## config.mk

```make
export PLATFORM = sky130hd
export DESIGN_NAME = simt_core
export DESIGN_NICKNAME = d
export VERILOG_FILES = /design/src/design/simt_isa_pkg.sv /design/src/design/simt_core_pkg.sv /design/src/design/warp_fetcher.sv /design/src/design/warp_scheduler.sv /design/src/design/lane_datapath.sv /design/src/design/store_unit.sv /design/src/design/simt_core.sv
export VERILOG_INCLUDE_DIRS = /design/src /design/src/design
export SDC_FILE = /design/constraint.sdc
export NUM_CORES = 2
export LEC_CHECK = 0
export BUFFER_PORTS_ARGS = -buffer_cell sky130_fd_sc_hd__buf_2
export CORE_MARGIN = 8
export CORE_UTILIZATION = 40
export CTS_CLUSTER_SIZE = 12
export DETAILED_ROUTE_END_ITERATION = 10
export GPL_TIMING_DRIVEN = 1
export SLEW_MARGIN = 15
export SYNTH_ARGS = -nofsm -noshare
export SYNTH_HDL_FRONTEND = slang
export SYNTH_SLANG_ARGS = --single-unit
```

## constraint.sdc

```tcl
create_clock -name clk -period 14.25 [get_ports clk]
set_input_delay 0.7125 -clock clk [delete_from_list [all_inputs] [get_ports clk]]
set_output_delay 0.7125 -clock clk [all_outputs]
set_load 0.02 [all_outputs]
```

## src/design/simt_consts.svh

```systemverilog
`ifndef SIMT_CONSTS_SVH
`define SIMT_CONSTS_SVH

// Block shape
`define SIMT_WARPS 2
`define SIMT_LANES 4

// Registers per thread, register 0 included
`define SIMT_REGS 8

// Lane data width
`define SIMT_WORD_W 16

// Instruction and data address widths
`define SIMT_PC_W 8
`define SIMT_DADDR_W 8

`endif

```

## src/design/simt_isa_pkg.sv

```systemverilog
`include "simt_consts.svh"

package simt_isa_pkg;

    // Opcodes, 4 bits wide in the instruction word
    typedef enum logic [3:0] {
        ADD   = 4'h0,
        SUB   = 4'h1,
        AND   = 4'h2,
        ADDI  = 4'h3,
        BNEZ  = 4'h4,
        STORE = 4'h5,
        HALT  = 4'h6
    } opcode_t;

    typedef logic [2:0] reg_addr_t;

    typedef logic [`SIMT_PC_W-1:0] pc_t;

    // Low 3 bits of imm are rs2 for register ops,
    // the whole field is a signed immediate otherwise
    typedef struct packed {
        opcode_t   op;
        reg_addr_t rd;
        reg_addr_t rs1;
        logic [5:0] imm;
    } instr_t;

endpackage

```

## src/design/simt_core_pkg.sv

```systemverilog
`include "simt_consts.svh"

package simt_core_pkg;

    // Per-warp execution state
    typedef enum logic [2:0] {
        IDLE,
        FETCH,
        DECODE,
        EXECUTE,
        STORE_WAIT,
        UPDATE,
        DONE
    } warp_state_t;

    typedef logic [$clog2(`SIMT_WARPS)-1:0] warp_idx_t;

    typedef logic [`SIMT_WORD_W-1:0] word_t;

    // One word per lane of a warp
    typedef word_t lane_vec_t [`SIMT_LANES];

endpackage

```

## src/design/warp_fetcher.sv

```systemverilog
`timescale 1ns/1ps

`include "simt_consts.svh"

module warp_fetcher (
    input  logic                 clk,
    input  logic                 reset,
    input  logic                 fetch_go,
    input  simt_isa_pkg::pc_t    fetch_pc,
    output logic                 instr_req,
    output simt_isa_pkg::pc_t    instr_addr,
    input  logic                 instr_ack,
    input  simt_isa_pkg::instr_t instr_data,
    output logic                 fetch_done,
    output simt_isa_pkg::instr_t instr
);

    typedef enum logic [1:0] {
        IDLE,
        REQUEST,
        RELEASE
    } fetch_state_t;

    fetch_state_t state;

    always_ff @(posedge clk) begin
        if (reset) begin
            state      <= IDLE;
            instr_req  <= 1'b0;
            fetch_done <= 1'b0;
        end else begin
            fetch_done <= 1'b0;
            case (state)
                IDLE: begin
                    if (fetch_go) begin
                        instr_addr <= fetch_pc;
                        instr_req  <= 1'b1;
                        state      <= REQUEST;
                    end
                end
                REQUEST: begin
                    // Data comes with the ack
                    if (instr_ack) begin
                        instr     <= instr_data;
                        instr_req <= 1'b0;
                        state     <= RELEASE;
                    end
                end
                RELEASE: begin
                    if (!instr_ack) begin
                        fetch_done <= 1'b1;
                        state      <= IDLE;
                    end
                end
                default: state <= IDLE;
            endcase
        end
    end

endmodule

```

## src/design/warp_scheduler.sv

```systemverilog
`timescale 1ns/1ps

`include "simt_consts.svh"

module warp_scheduler (
    input  logic                             clk,
    input  logic                             reset,
    input  logic                             start,
    input  simt_isa_pkg::pc_t                base_pc,
    input  logic [$clog2(`SIMT_WARPS+1)-1:0] num_warps,
    output logic                             done,
    output logic [`SIMT_WARPS-1:0]           fetch_go,
    output simt_isa_pkg::pc_t                fetch_pc [`SIMT_WARPS],
    input  logic [`SIMT_WARPS-1:0]           fetch_done,
    input  simt_isa_pkg::instr_t             instr [`SIMT_WARPS],
    output simt_core_pkg::warp_idx_t         cur_warp,
    output simt_isa_pkg::opcode_t            op,
    output simt_isa_pkg::reg_addr_t          rd,
    output simt_isa_pkg::reg_addr_t          rs1,
    output simt_isa_pkg::reg_addr_t          rs2,
    output simt_core_pkg::word_t             imm,
    output logic                             exec_en,
    input  simt_core_pkg::word_t             branch_val,
    output logic                             store_go,
    input  logic                             store_done
);

    simt_core_pkg::warp_state_t state [`SIMT_WARPS];
    simt_isa_pkg::pc_t          pc [`SIMT_WARPS];
    simt_isa_pkg::instr_t       cur_instr;
    simt_core_pkg::warp_state_t cur_state;
    simt_core_pkg::warp_idx_t   next_warp;
    logic [`SIMT_WARPS-1:0]     ready;
    logic                       block_idle;
    logic                       all_done;
    logic                       store_busy;
    logic                       launch;
    logic                       rotate;

    // Decode the current warp's held instruction
    assign cur_instr = instr[cur_warp];
    assign cur_state = state[cur_warp];
    assign op        = cur_instr.op;
    assign rd        = cur_instr.rd;
    assign rs1       = cur_instr.rs1;
    assign rs2       = cur_instr.imm[2:0];
    assign imm       = {{(`SIMT_WORD_W - $bits(cur_instr.imm)){cur_instr.imm[5]}}, cur_instr.imm};

    assign exec_en  = (cur_state == simt_core_pkg::EXECUTE);
    // One store in flight at a time, a second one waits in EXECUTE
    assign store_go = exec_en && (op == simt_isa_pkg::STORE) && !store_busy;
    assign fetch_pc = pc;

    always_comb begin
        block_idle = 1'b1;
        all_done   = 1'b1;
        store_busy = 1'b0;
        for (int w = 0; w < `SIMT_WARPS; w++) begin
            ready[w] = (state[w] == simt_core_pkg::DECODE) ||
                       (state[w] == simt_core_pkg::EXECUTE) ||
                       (state[w] == simt_core_pkg::UPDATE);
            if (state[w] != simt_core_pkg::IDLE && state[w] != simt_core_pkg::DONE) begin
                block_idle = 1'b0;
            end
            if (w < num_warps && state[w] != simt_core_pkg::DONE) begin
                all_done = 1'b0;
            end
            if (state[w] == simt_core_pkg::STORE_WAIT) begin
                store_busy = 1'b1;
            end
        end
    end

    // Round robin, first ready warp after the current one
    always_comb begin
        next_warp = cur_warp;
        for (int i = `SIMT_WARPS; i >= 1; i--) begin
            if (ready[(int'(cur_warp) + i) % `SIMT_WARPS]) begin
                next_warp = simt_core_pkg::warp_idx_t'((int'(cur_warp) + i) % `SIMT_WARPS);
            end
        end
    end

    assign launch = start && block_idle;
    assign rotate = (cur_state == simt_core_pkg::UPDATE) ||
                    (cur_state == simt_core_pkg::STORE_WAIT) ||
                    (cur_state == simt_core_pkg::DONE);

    always_ff @(posedge clk) begin
        if (reset) begin
            cur_warp <= '0;
            done     <= 1'b0;
            fetch_go <= '0;
            for (int w = 0; w < `SIMT_WARPS; w++) begin
                state[w] <= simt_core_pkg::IDLE;
            end
        end else begin
            fetch_go <= '0;
            done     <= launch ? 1'b0 : all_done;
            if (launch) begin
                cur_warp <= '0;
            end else if (rotate) begin
                cur_warp <= next_warp;
            end
            for (int w = 0; w < `SIMT_WARPS; w++) begin
                if (launch) begin
                    if (w < num_warps) begin
                        state[w]    <= simt_core_pkg::FETCH;
                        pc[w]       <= base_pc;
                        fetch_go[w] <= 1'b1;
                    end else begin
                        state[w] <= simt_core_pkg::IDLE;
                    end
                end else begin
                    case (state[w])
                        simt_core_pkg::FETCH: begin
                            if (fetch_done[w]) begin
                                state[w] <= simt_core_pkg::DECODE;
                            end
                        end
                        simt_core_pkg::DECODE: begin
                            if (cur_warp == w) begin
                                state[w] <= simt_core_pkg::EXECUTE;
                            end
                        end
                        simt_core_pkg::EXECUTE: begin
                            if (cur_warp == w && op != simt_isa_pkg::STORE) begin
                                state[w] <= simt_core_pkg::UPDATE;
                            end else if (cur_warp == w && !store_busy) begin
                                state[w] <= simt_core_pkg::STORE_WAIT;
                            end
                        end
                        simt_core_pkg::STORE_WAIT: begin
                            if (store_done) begin
                                state[w] <= simt_core_pkg::UPDATE;
                            end
                        end
                        simt_core_pkg::UPDATE: begin
                            if (cur_warp == w && op == simt_isa_pkg::HALT) begin
                                state[w] <= simt_core_pkg::DONE;
                            end else if (cur_warp == w) begin
                                // Uniform branch on lane 0
                                if (op == simt_isa_pkg::BNEZ && branch_val != '0) begin
                                    pc[w] <= pc[w] + simt_isa_pkg::pc_t'(imm);
                                end else begin
                                    pc[w] <= pc[w] + 1'b1;
                                end
                                state[w]    <= simt_core_pkg::FETCH;
                                fetch_go[w] <= 1'b1;
                            end
                        end
                        default: ;
                    endcase
                end
            end
        end
    end

endmodule

```

## src/design/lane_datapath.sv

```systemverilog
`timescale 1ns/1ps

`include "simt_consts.svh"

module lane_datapath (
    input  logic                      clk,
    input  logic                      reset,
    input  simt_core_pkg::warp_idx_t  cur_warp,
    input  simt_isa_pkg::opcode_t     op,
    input  simt_isa_pkg::reg_addr_t   rd,
    input  simt_isa_pkg::reg_addr_t   rs1,
    input  simt_isa_pkg::reg_addr_t   rs2,
    input  simt_core_pkg::word_t      imm,
    input  logic                      exec_en,
    output simt_core_pkg::lane_vec_t  addr_vec,
    output simt_core_pkg::lane_vec_t  data_vec,
    output simt_core_pkg::word_t      branch_val
);

    // Vector register files of all warps
    simt_core_pkg::word_t     regs [`SIMT_WARPS][`SIMT_REGS][`SIMT_LANES];
    simt_core_pkg::lane_vec_t op_a;
    simt_core_pkg::lane_vec_t op_b;
    simt_core_pkg::lane_vec_t alu_res;
    logic                     alu_op;
    logic                     wr_en;

    // Register 0 is the thread's global index in the block
    function automatic simt_core_pkg::word_t read_reg(simt_isa_pkg::reg_addr_t addr, int lane);
        if (addr == '0) begin
            return simt_core_pkg::word_t'(int'(cur_warp) * `SIMT_LANES + lane);
        end
        return regs[cur_warp][addr][lane];
    endfunction

    always_comb begin
        for (int l = 0; l < `SIMT_LANES; l++) begin
            op_a[l] = read_reg(rs1, l);
            op_b[l] = read_reg(rs2, l);
            case (op)
                simt_isa_pkg::ADD: alu_res[l] = op_a[l] + op_b[l];
                simt_isa_pkg::SUB: alu_res[l] = op_a[l] - op_b[l];
                simt_isa_pkg::AND: alu_res[l] = op_a[l] & op_b[l];
                default:           alu_res[l] = op_a[l] + imm;
            endcase
            addr_vec[l] = op_a[l] + imm;
            data_vec[l] = op_b[l];
        end
    end

    assign branch_val = op_a[0];

    assign alu_op = (op == simt_isa_pkg::ADD) || (op == simt_isa_pkg::SUB) ||
                    (op == simt_isa_pkg::AND) || (op == simt_isa_pkg::ADDI);
    assign wr_en  = exec_en && alu_op && (rd != '0) && !reset;

    always_ff @(posedge clk) begin
        if (wr_en) begin
            for (int l = 0; l < `SIMT_LANES; l++) begin
                regs[cur_warp][rd][l] <= alu_res[l];
            end
        end
    end

endmodule

```

## src/design/store_unit.sv

```systemverilog
`timescale 1ns/1ps

`include "simt_consts.svh"

module store_unit (
    input  logic                      clk,
    input  logic                      reset,
    input  logic                      store_go,
    input  simt_core_pkg::lane_vec_t  addr_vec,
    input  simt_core_pkg::lane_vec_t  data_vec,
    output logic                      dmem_req,
    output logic [`SIMT_DADDR_W-1:0]  dmem_addr,
    output simt_core_pkg::word_t      dmem_data,
    input  logic                      dmem_ack,
    output logic                      store_done
);

    typedef enum logic [1:0] {
        IDLE,
        REQUEST,
        RELEASE
    } store_state_t;

    store_state_t                     state;
    logic [$clog2(`SIMT_LANES)-1:0]   lane;
    simt_core_pkg::lane_vec_t         addr_q;
    simt_core_pkg::lane_vec_t         data_q;

    // Lane index only moves while req is low
    assign dmem_addr = addr_q[lane][`SIMT_DADDR_W-1:0];
    assign dmem_data = data_q[lane];

    always_ff @(posedge clk) begin
        if (reset) begin
            state      <= IDLE;
            lane       <= '0;
            dmem_req   <= 1'b0;
            store_done <= 1'b0;
        end else begin
            store_done <= 1'b0;
            case (state)
                IDLE: begin
                    if (store_go) begin
                        addr_q   <= addr_vec;
                        data_q   <= data_vec;
                        lane     <= '0;
                        dmem_req <= 1'b1;
                        state    <= REQUEST;
                    end
                end
                REQUEST: begin
                    if (dmem_ack) begin
                        dmem_req <= 1'b0;
                        state    <= RELEASE;
                    end
                end
                RELEASE: begin
                    if (!dmem_ack && lane == ($clog2(`SIMT_LANES))'(`SIMT_LANES - 1)) begin
                        store_done <= 1'b1;
                        state      <= IDLE;
                    end else if (!dmem_ack) begin
                        // Next lane in order
                        lane     <= lane + 1'b1;
                        dmem_req <= 1'b1;
                        state    <= REQUEST;
                    end
                end
                default: state <= IDLE;
            endcase
        end
    end

endmodule

```

## src/design/simt_core.sv

```systemverilog
`timescale 1ns/1ps

`include "simt_consts.svh"

module simt_core (
    input  logic                             clk,
    input  logic                             reset,
    input  logic                             start,
    input  simt_isa_pkg::pc_t                base_pc,
    input  logic [$clog2(`SIMT_WARPS+1)-1:0] num_warps,
    output logic                             done,
    output logic [`SIMT_WARPS-1:0]           instr_req,
    output simt_isa_pkg::pc_t                instr_addr [`SIMT_WARPS],
    input  logic [`SIMT_WARPS-1:0]           instr_ack,
    input  simt_isa_pkg::instr_t             instr_data [`SIMT_WARPS],
    output logic                             dmem_req,
    output logic [`SIMT_DADDR_W-1:0]         dmem_addr,
    output simt_core_pkg::word_t             dmem_data,
    input  logic                             dmem_ack
);

    logic [`SIMT_WARPS-1:0]   fetch_go;
    simt_isa_pkg::pc_t        fetch_pc [`SIMT_WARPS];
    logic [`SIMT_WARPS-1:0]   fetch_done;
    simt_isa_pkg::instr_t     instr [`SIMT_WARPS];
    simt_core_pkg::warp_idx_t cur_warp;
    simt_isa_pkg::opcode_t    op;
    simt_isa_pkg::reg_addr_t  rd;
    simt_isa_pkg::reg_addr_t  rs1;
    simt_isa_pkg::reg_addr_t  rs2;
    simt_core_pkg::word_t     imm;
    logic                     exec_en;
    simt_core_pkg::word_t     branch_val;
    logic                     store_go;
    logic                     store_done;
    simt_core_pkg::lane_vec_t addr_vec;
    simt_core_pkg::lane_vec_t data_vec;

    // One fetcher per warp, running alongside execution
    for (genvar w = 0; w < `SIMT_WARPS; w++) begin : g_fetch
        warp_fetcher u_fetcher (
            .clk        (clk),
            .reset      (reset),
            .fetch_go   (fetch_go[w]),
            .fetch_pc   (fetch_pc[w]),
            .instr_req  (instr_req[w]),
            .instr_addr (instr_addr[w]),
            .instr_ack  (instr_ack[w]),
            .instr_data (instr_data[w]),
            .fetch_done (fetch_done[w]),
            .instr      (instr[w])
        );
    end

    warp_scheduler u_scheduler (
        .clk        (clk),
        .reset      (reset),
        .start      (start),
        .base_pc    (base_pc),
        .num_warps  (num_warps),
        .done       (done),
        .fetch_go   (fetch_go),
        .fetch_pc   (fetch_pc),
        .fetch_done (fetch_done),
        .instr      (instr),
        .cur_warp   (cur_warp),
        .op         (op),
        .rd         (rd),
        .rs1        (rs1),
        .rs2        (rs2),
        .imm        (imm),
        .exec_en    (exec_en),
        .branch_val (branch_val),
        .store_go   (store_go),
        .store_done (store_done)
    );

    lane_datapath u_datapath (
        .clk        (clk),
        .reset      (reset),
        .cur_warp   (cur_warp),
        .op         (op),
        .rd         (rd),
        .rs1        (rs1),
        .rs2        (rs2),
        .imm        (imm),
        .exec_en    (exec_en),
        .addr_vec   (addr_vec),
        .data_vec   (data_vec),
        .branch_val (branch_val)
    );

    store_unit u_store (
        .clk        (clk),
        .reset      (reset),
        .store_go   (store_go),
        .addr_vec   (addr_vec),
        .data_vec   (data_vec),
        .dmem_req   (dmem_req),
        .dmem_addr  (dmem_addr),
        .dmem_data  (dmem_data),
        .dmem_ack   (dmem_ack),
        .store_done (store_done)
    );

endmodule

```

==> impl_metrics.csv <==
group,metric,value,unit
status,status,"finished, final reports clean",
routing,wl_per_cell,34.3,um
synthesis,synth_ff_type,"edfxtp_1",
run,drv_cap,0,
floorplan,core,152000,um^2
place,pre_cts_ws,5.67,ns
synthesis,synth.avg_cell_area,13.0,um^2
synthesis,synth_top_area_share,53.1,%
grt,grt_pass1_vias,44300,
timing,fmax,0.114,GHz
timing,finalHoldViolations,0,
setup_path,crit_path_start_kind,"register",
power,power,8.81,mW
synthesis,ys_async_sr_fraction,0,%
routing,first_pass_iters,7,
synthesis,syn_area,61400,um^2
min_path,hold_depth,1,
synthesis,yosysWarnings,0,
min_path,hold_class,"primary input to register",
setup_path,worst_ep_arrival_time,9.20,ns
place,dp_hpwl,157,mm
setup_path,critPathCaptureType,"register",
setup_path,crit_start,"u_scheduler.cur_warp$_SDFFE_PP0P_",
synthesis,synth_top_cell_by_area,"edfxtp_1",
timing,slew_headroom,14.2,%
setup_path,crit_path_end,"u_datapath.regs[0][430]$_DFFE_PP_",
setup_path,cpMaxStageDelayCell,"o41ai_1",
power,ir_worst_vdd,110,uV
grt,grt_max_degree,109,
setup_path,path_buf_inv,5,
synthesis,seq_area_frac_synth,53.7,%
grt,gr-total-overflow,0,
cts,clock-sinks,1104,
timing,skew,0.0474,ns
floorplan,die_area,166000,um^2
timing,setup_viol,0,
routing,drtIter0Drc,6877,
grt,met3_usage,6.07,%
power,leakagePower,22.7,nW
floorplan,ios,92,
setup_path,crit_type,"register to register",
finish,design_area,68000,um^2
place,gp_congestion,0.995,
setup_path,reg2reg_slack,5.49,ns
grt,grt_usage,27.4,%
setup_path,crit_path_max_incr_delay,0.97,ns
synthesis,syn_inst,4707,
place,io_buffers,91,
routing,vias_per_cell,6.66,
cts,clk_pin_slew,0.06,ns
routing,vias,46100,
place,place_inst,6704,
setup_path,r2r-end,"u_datapath.regs[0][430]$_DFFE_PP_",
power,powerDensity,130,nW/um^2
timing,drv_slew,0,
cts,clockBufferDepth,3,
grt,grt_busiest_layer,"met2",
setup_path,crit_cells,20,
setup_path,worst-r2r-cell-count,20,
timing,post-route-period-util,61.5,%
setup_path,cp_top_family,"compound AO/OA/AOI/OAI gates",
cts,h-tree-depth,3,
timing,fin_crit,8.76,ns
timing,whs,0.119,ns
setup_path,worstPathRequired,14.68,ns
routing,ant_nets,0,
timing,setup_tns,0,ns
synthesis,synth_edf_count,1085,
floorplan,die_w,408,um
grt,grt_pass1_wl,332,mm
synthesis,yosys_register_bits,1104,
timing,worst_pin_slew,1.25,ns
routing,wl,238,mm
setup_path,crit_chain,"buf_4 > mux2_8 > buf_12 > buf_4 > nand3_2 > buf_4 > o221a_2 > inv_1 > ha_1 > fa_1 > nor2b_1 > o21ai_0 > a21boi_0 > o21ai_0 > o21ai_0 > o41ai_1 > o21ai_0 > and4b_1 > nor3_1 > mux2i_1",
routing,drc,0,
finish,areaGrowthSynthToFinish,10.7,%
cts,cts_setup_buffers,0,
cts,cts-root-buf,"clkbuf_16",
cts,ctsHoldBuffers,0,
floorplan,die_y,408,um
place,dpl_cell_area,64300,um^2
finish,fin_nets,4998,
timing,rsz0062_at_grt,"false",
cts,cts_tree,"built",
cts,insertion_delay,0.78,ns
setup_path,r2r_start,"u_scheduler.cur_warp$_SDFFE_PP0P_",
synthesis,yosysUniqueCellTypes,119,
cts,cts_resized,0,
synthesis,synth_top_cells_by_count,"edfxtp_1 (1085), nand2_1 (377), a21oi_1 (365)",
setup_path,cp_common_cell,"o21ai_0",
timing,fin_ws,5.49,ns
finish,fin_util,44.7,%
finish,layout-drive-gt1-share,18.6,%
grt,grtUsageMet2,41.6,%
setup_path,path_max_fanout,81,
floorplan,row_count,143,
synthesis,synth.area.top_cells,"edfxtp_1 (53%), mux4_2 (10%), mux2i_1 (4.5%)",
cts,cts_buffers,118,
grt,use_met1,36.5,%
grt,grt_antenna_before_repair,11,
synthesis,yosysMostFrequentCell,"edfxtp_1",
finish,instances_no_fill,6927,
floorplan,start_util,40.3,%
[worst reg2reg max path, cell delays in order, from the launching register on]
cell and delay, ns:
dfxtp_4 0.75, buf_4 0.59, mux2_8 0.52, buf_12 0.46
buf_4 0.75, nand3_2 0.29, buf_4 0.40, o221a_2 0.43
inv_1 0.07, ha_1 0.21, fa_1 0.23, nor2b_1 0.06
o21ai_0 0.25, a21boi_0 0.17, o21ai_0 0.23, o21ai_0 0.32
o41ai_1 0.97, o21ai_0 0.28, and4b_1 0.28, nor3_1 0.93
mux2i_1 0.23
[sequential cells by signal, indices dropped and copies added (netlist names), named ones only]
signal,cells
u_datapath.regs,919
u_store.lane,2
u_store.addr_q,32
g_fetch.u_fetcher.state,4
u_scheduler.state,6
g_fetch.u_fetcher.fetch_done,2
g_fetch.u_fetcher.instr_addr,16
u_scheduler.fetch_go,2
u_store.data_q,64
u_store.store_done,1
u_scheduler.done,1
u_scheduler.cur_warp,1
u_scheduler.fetch_pc,16
u_store.state,2
g_fetch.u_fetcher.instr,32
g_fetch.u_fetcher.instr_req,2
u_store.dmem_req,1
[cells by family after synthesis]
group                      Yosys count  synth area share, %
and+or+nand+nor                   1148                 9.01
adders and majority gates          153                 3.24
muxes                              652                 16.8
buffers and inverters              417                 3.50
DFF                               1104                 53.7
other                                1              0.00611
xor gates and xnor gates           159                 2.27
AOI/OAI and AO/OA                 1073                 11.5
[power by group]
group          internal, mW  switching (mW)  leakage (nW)
clock                  1.64            1.34          1.78
sequential             3.82          0.0220          9.96
combinational         0.650            1.34          10.9
total                  6.11            2.70          22.7
[final cells by class]
| type | count | area [um^2] |
|---|---|---|
| fill | 13700 | 84300 |
| clock inverter | 65 | 499 |
| multi-input combinational | 3208 | 26700 |
| antenna | 3 | 7.51 |
| clock buffer | 152 | 3140 |
| tap | 2030 | 2540 |
| sequential | 1104 | 33000 |
| timing repair buffer | 255 | 1730 |
| inverter | 110 | 428 |
[metal layers]
layer,wire [um],up-vias
met5,25,-
li1,-,18800
met3,28500,708
met4,15300,4
met2,104000,3349
met1,89500,23300
[layout by cell type, fill, tap and decap left out, types with 107 or more instances in the layout]
master	Yosys	routed
a21oi_1	365	364
buf_4	35	156
clkbuf_16	0	120
edfxtp_1	1085	1085
ha_1	143	143
mux2i_1	279	275
mux4_2	285	285
nand2_1	377	377
nand3_1	108	107
nor2_1	284	267
o21ai_0	143	142
[worst min path at each step]
| stage | start | end | slack (ns) |
|---|---|---|---|
| floorplan | u_scheduler.fetch_pc[8]$_DFFE_PP_ | g_fetch[0].u_fetcher.instr_addr[0]$_DFFE_PP_ | 0.43 |
| global placement | u_scheduler.fetch_pc[7]$_DFFE_PP_ | g_fetch[1].u_fetcher.instr_addr[7]$_DFFE_PP_ | 0.46 |
| detailed placement | u_scheduler.fetch_pc[3]$_DFFE_PP_ | g_fetch[1].u_fetcher.instr_addr[3]$_DFFE_PP_ | 0.46 |
| CTS | instr_data[24] | g_fetch[0].u_fetcher.instr[8]$_DFFE_PP_ | 0.07 |
| global route | instr_data[24] | g_fetch[0].u_fetcher.instr[8]$_DFFE_PP_ | 0.09 |
| finish | instr_data[5] | g_fetch[1].u_fetcher.instr[5]$_DFFE_PP_ | 0.12 |
Note: power is estimated with default switching activity, not from simulation.
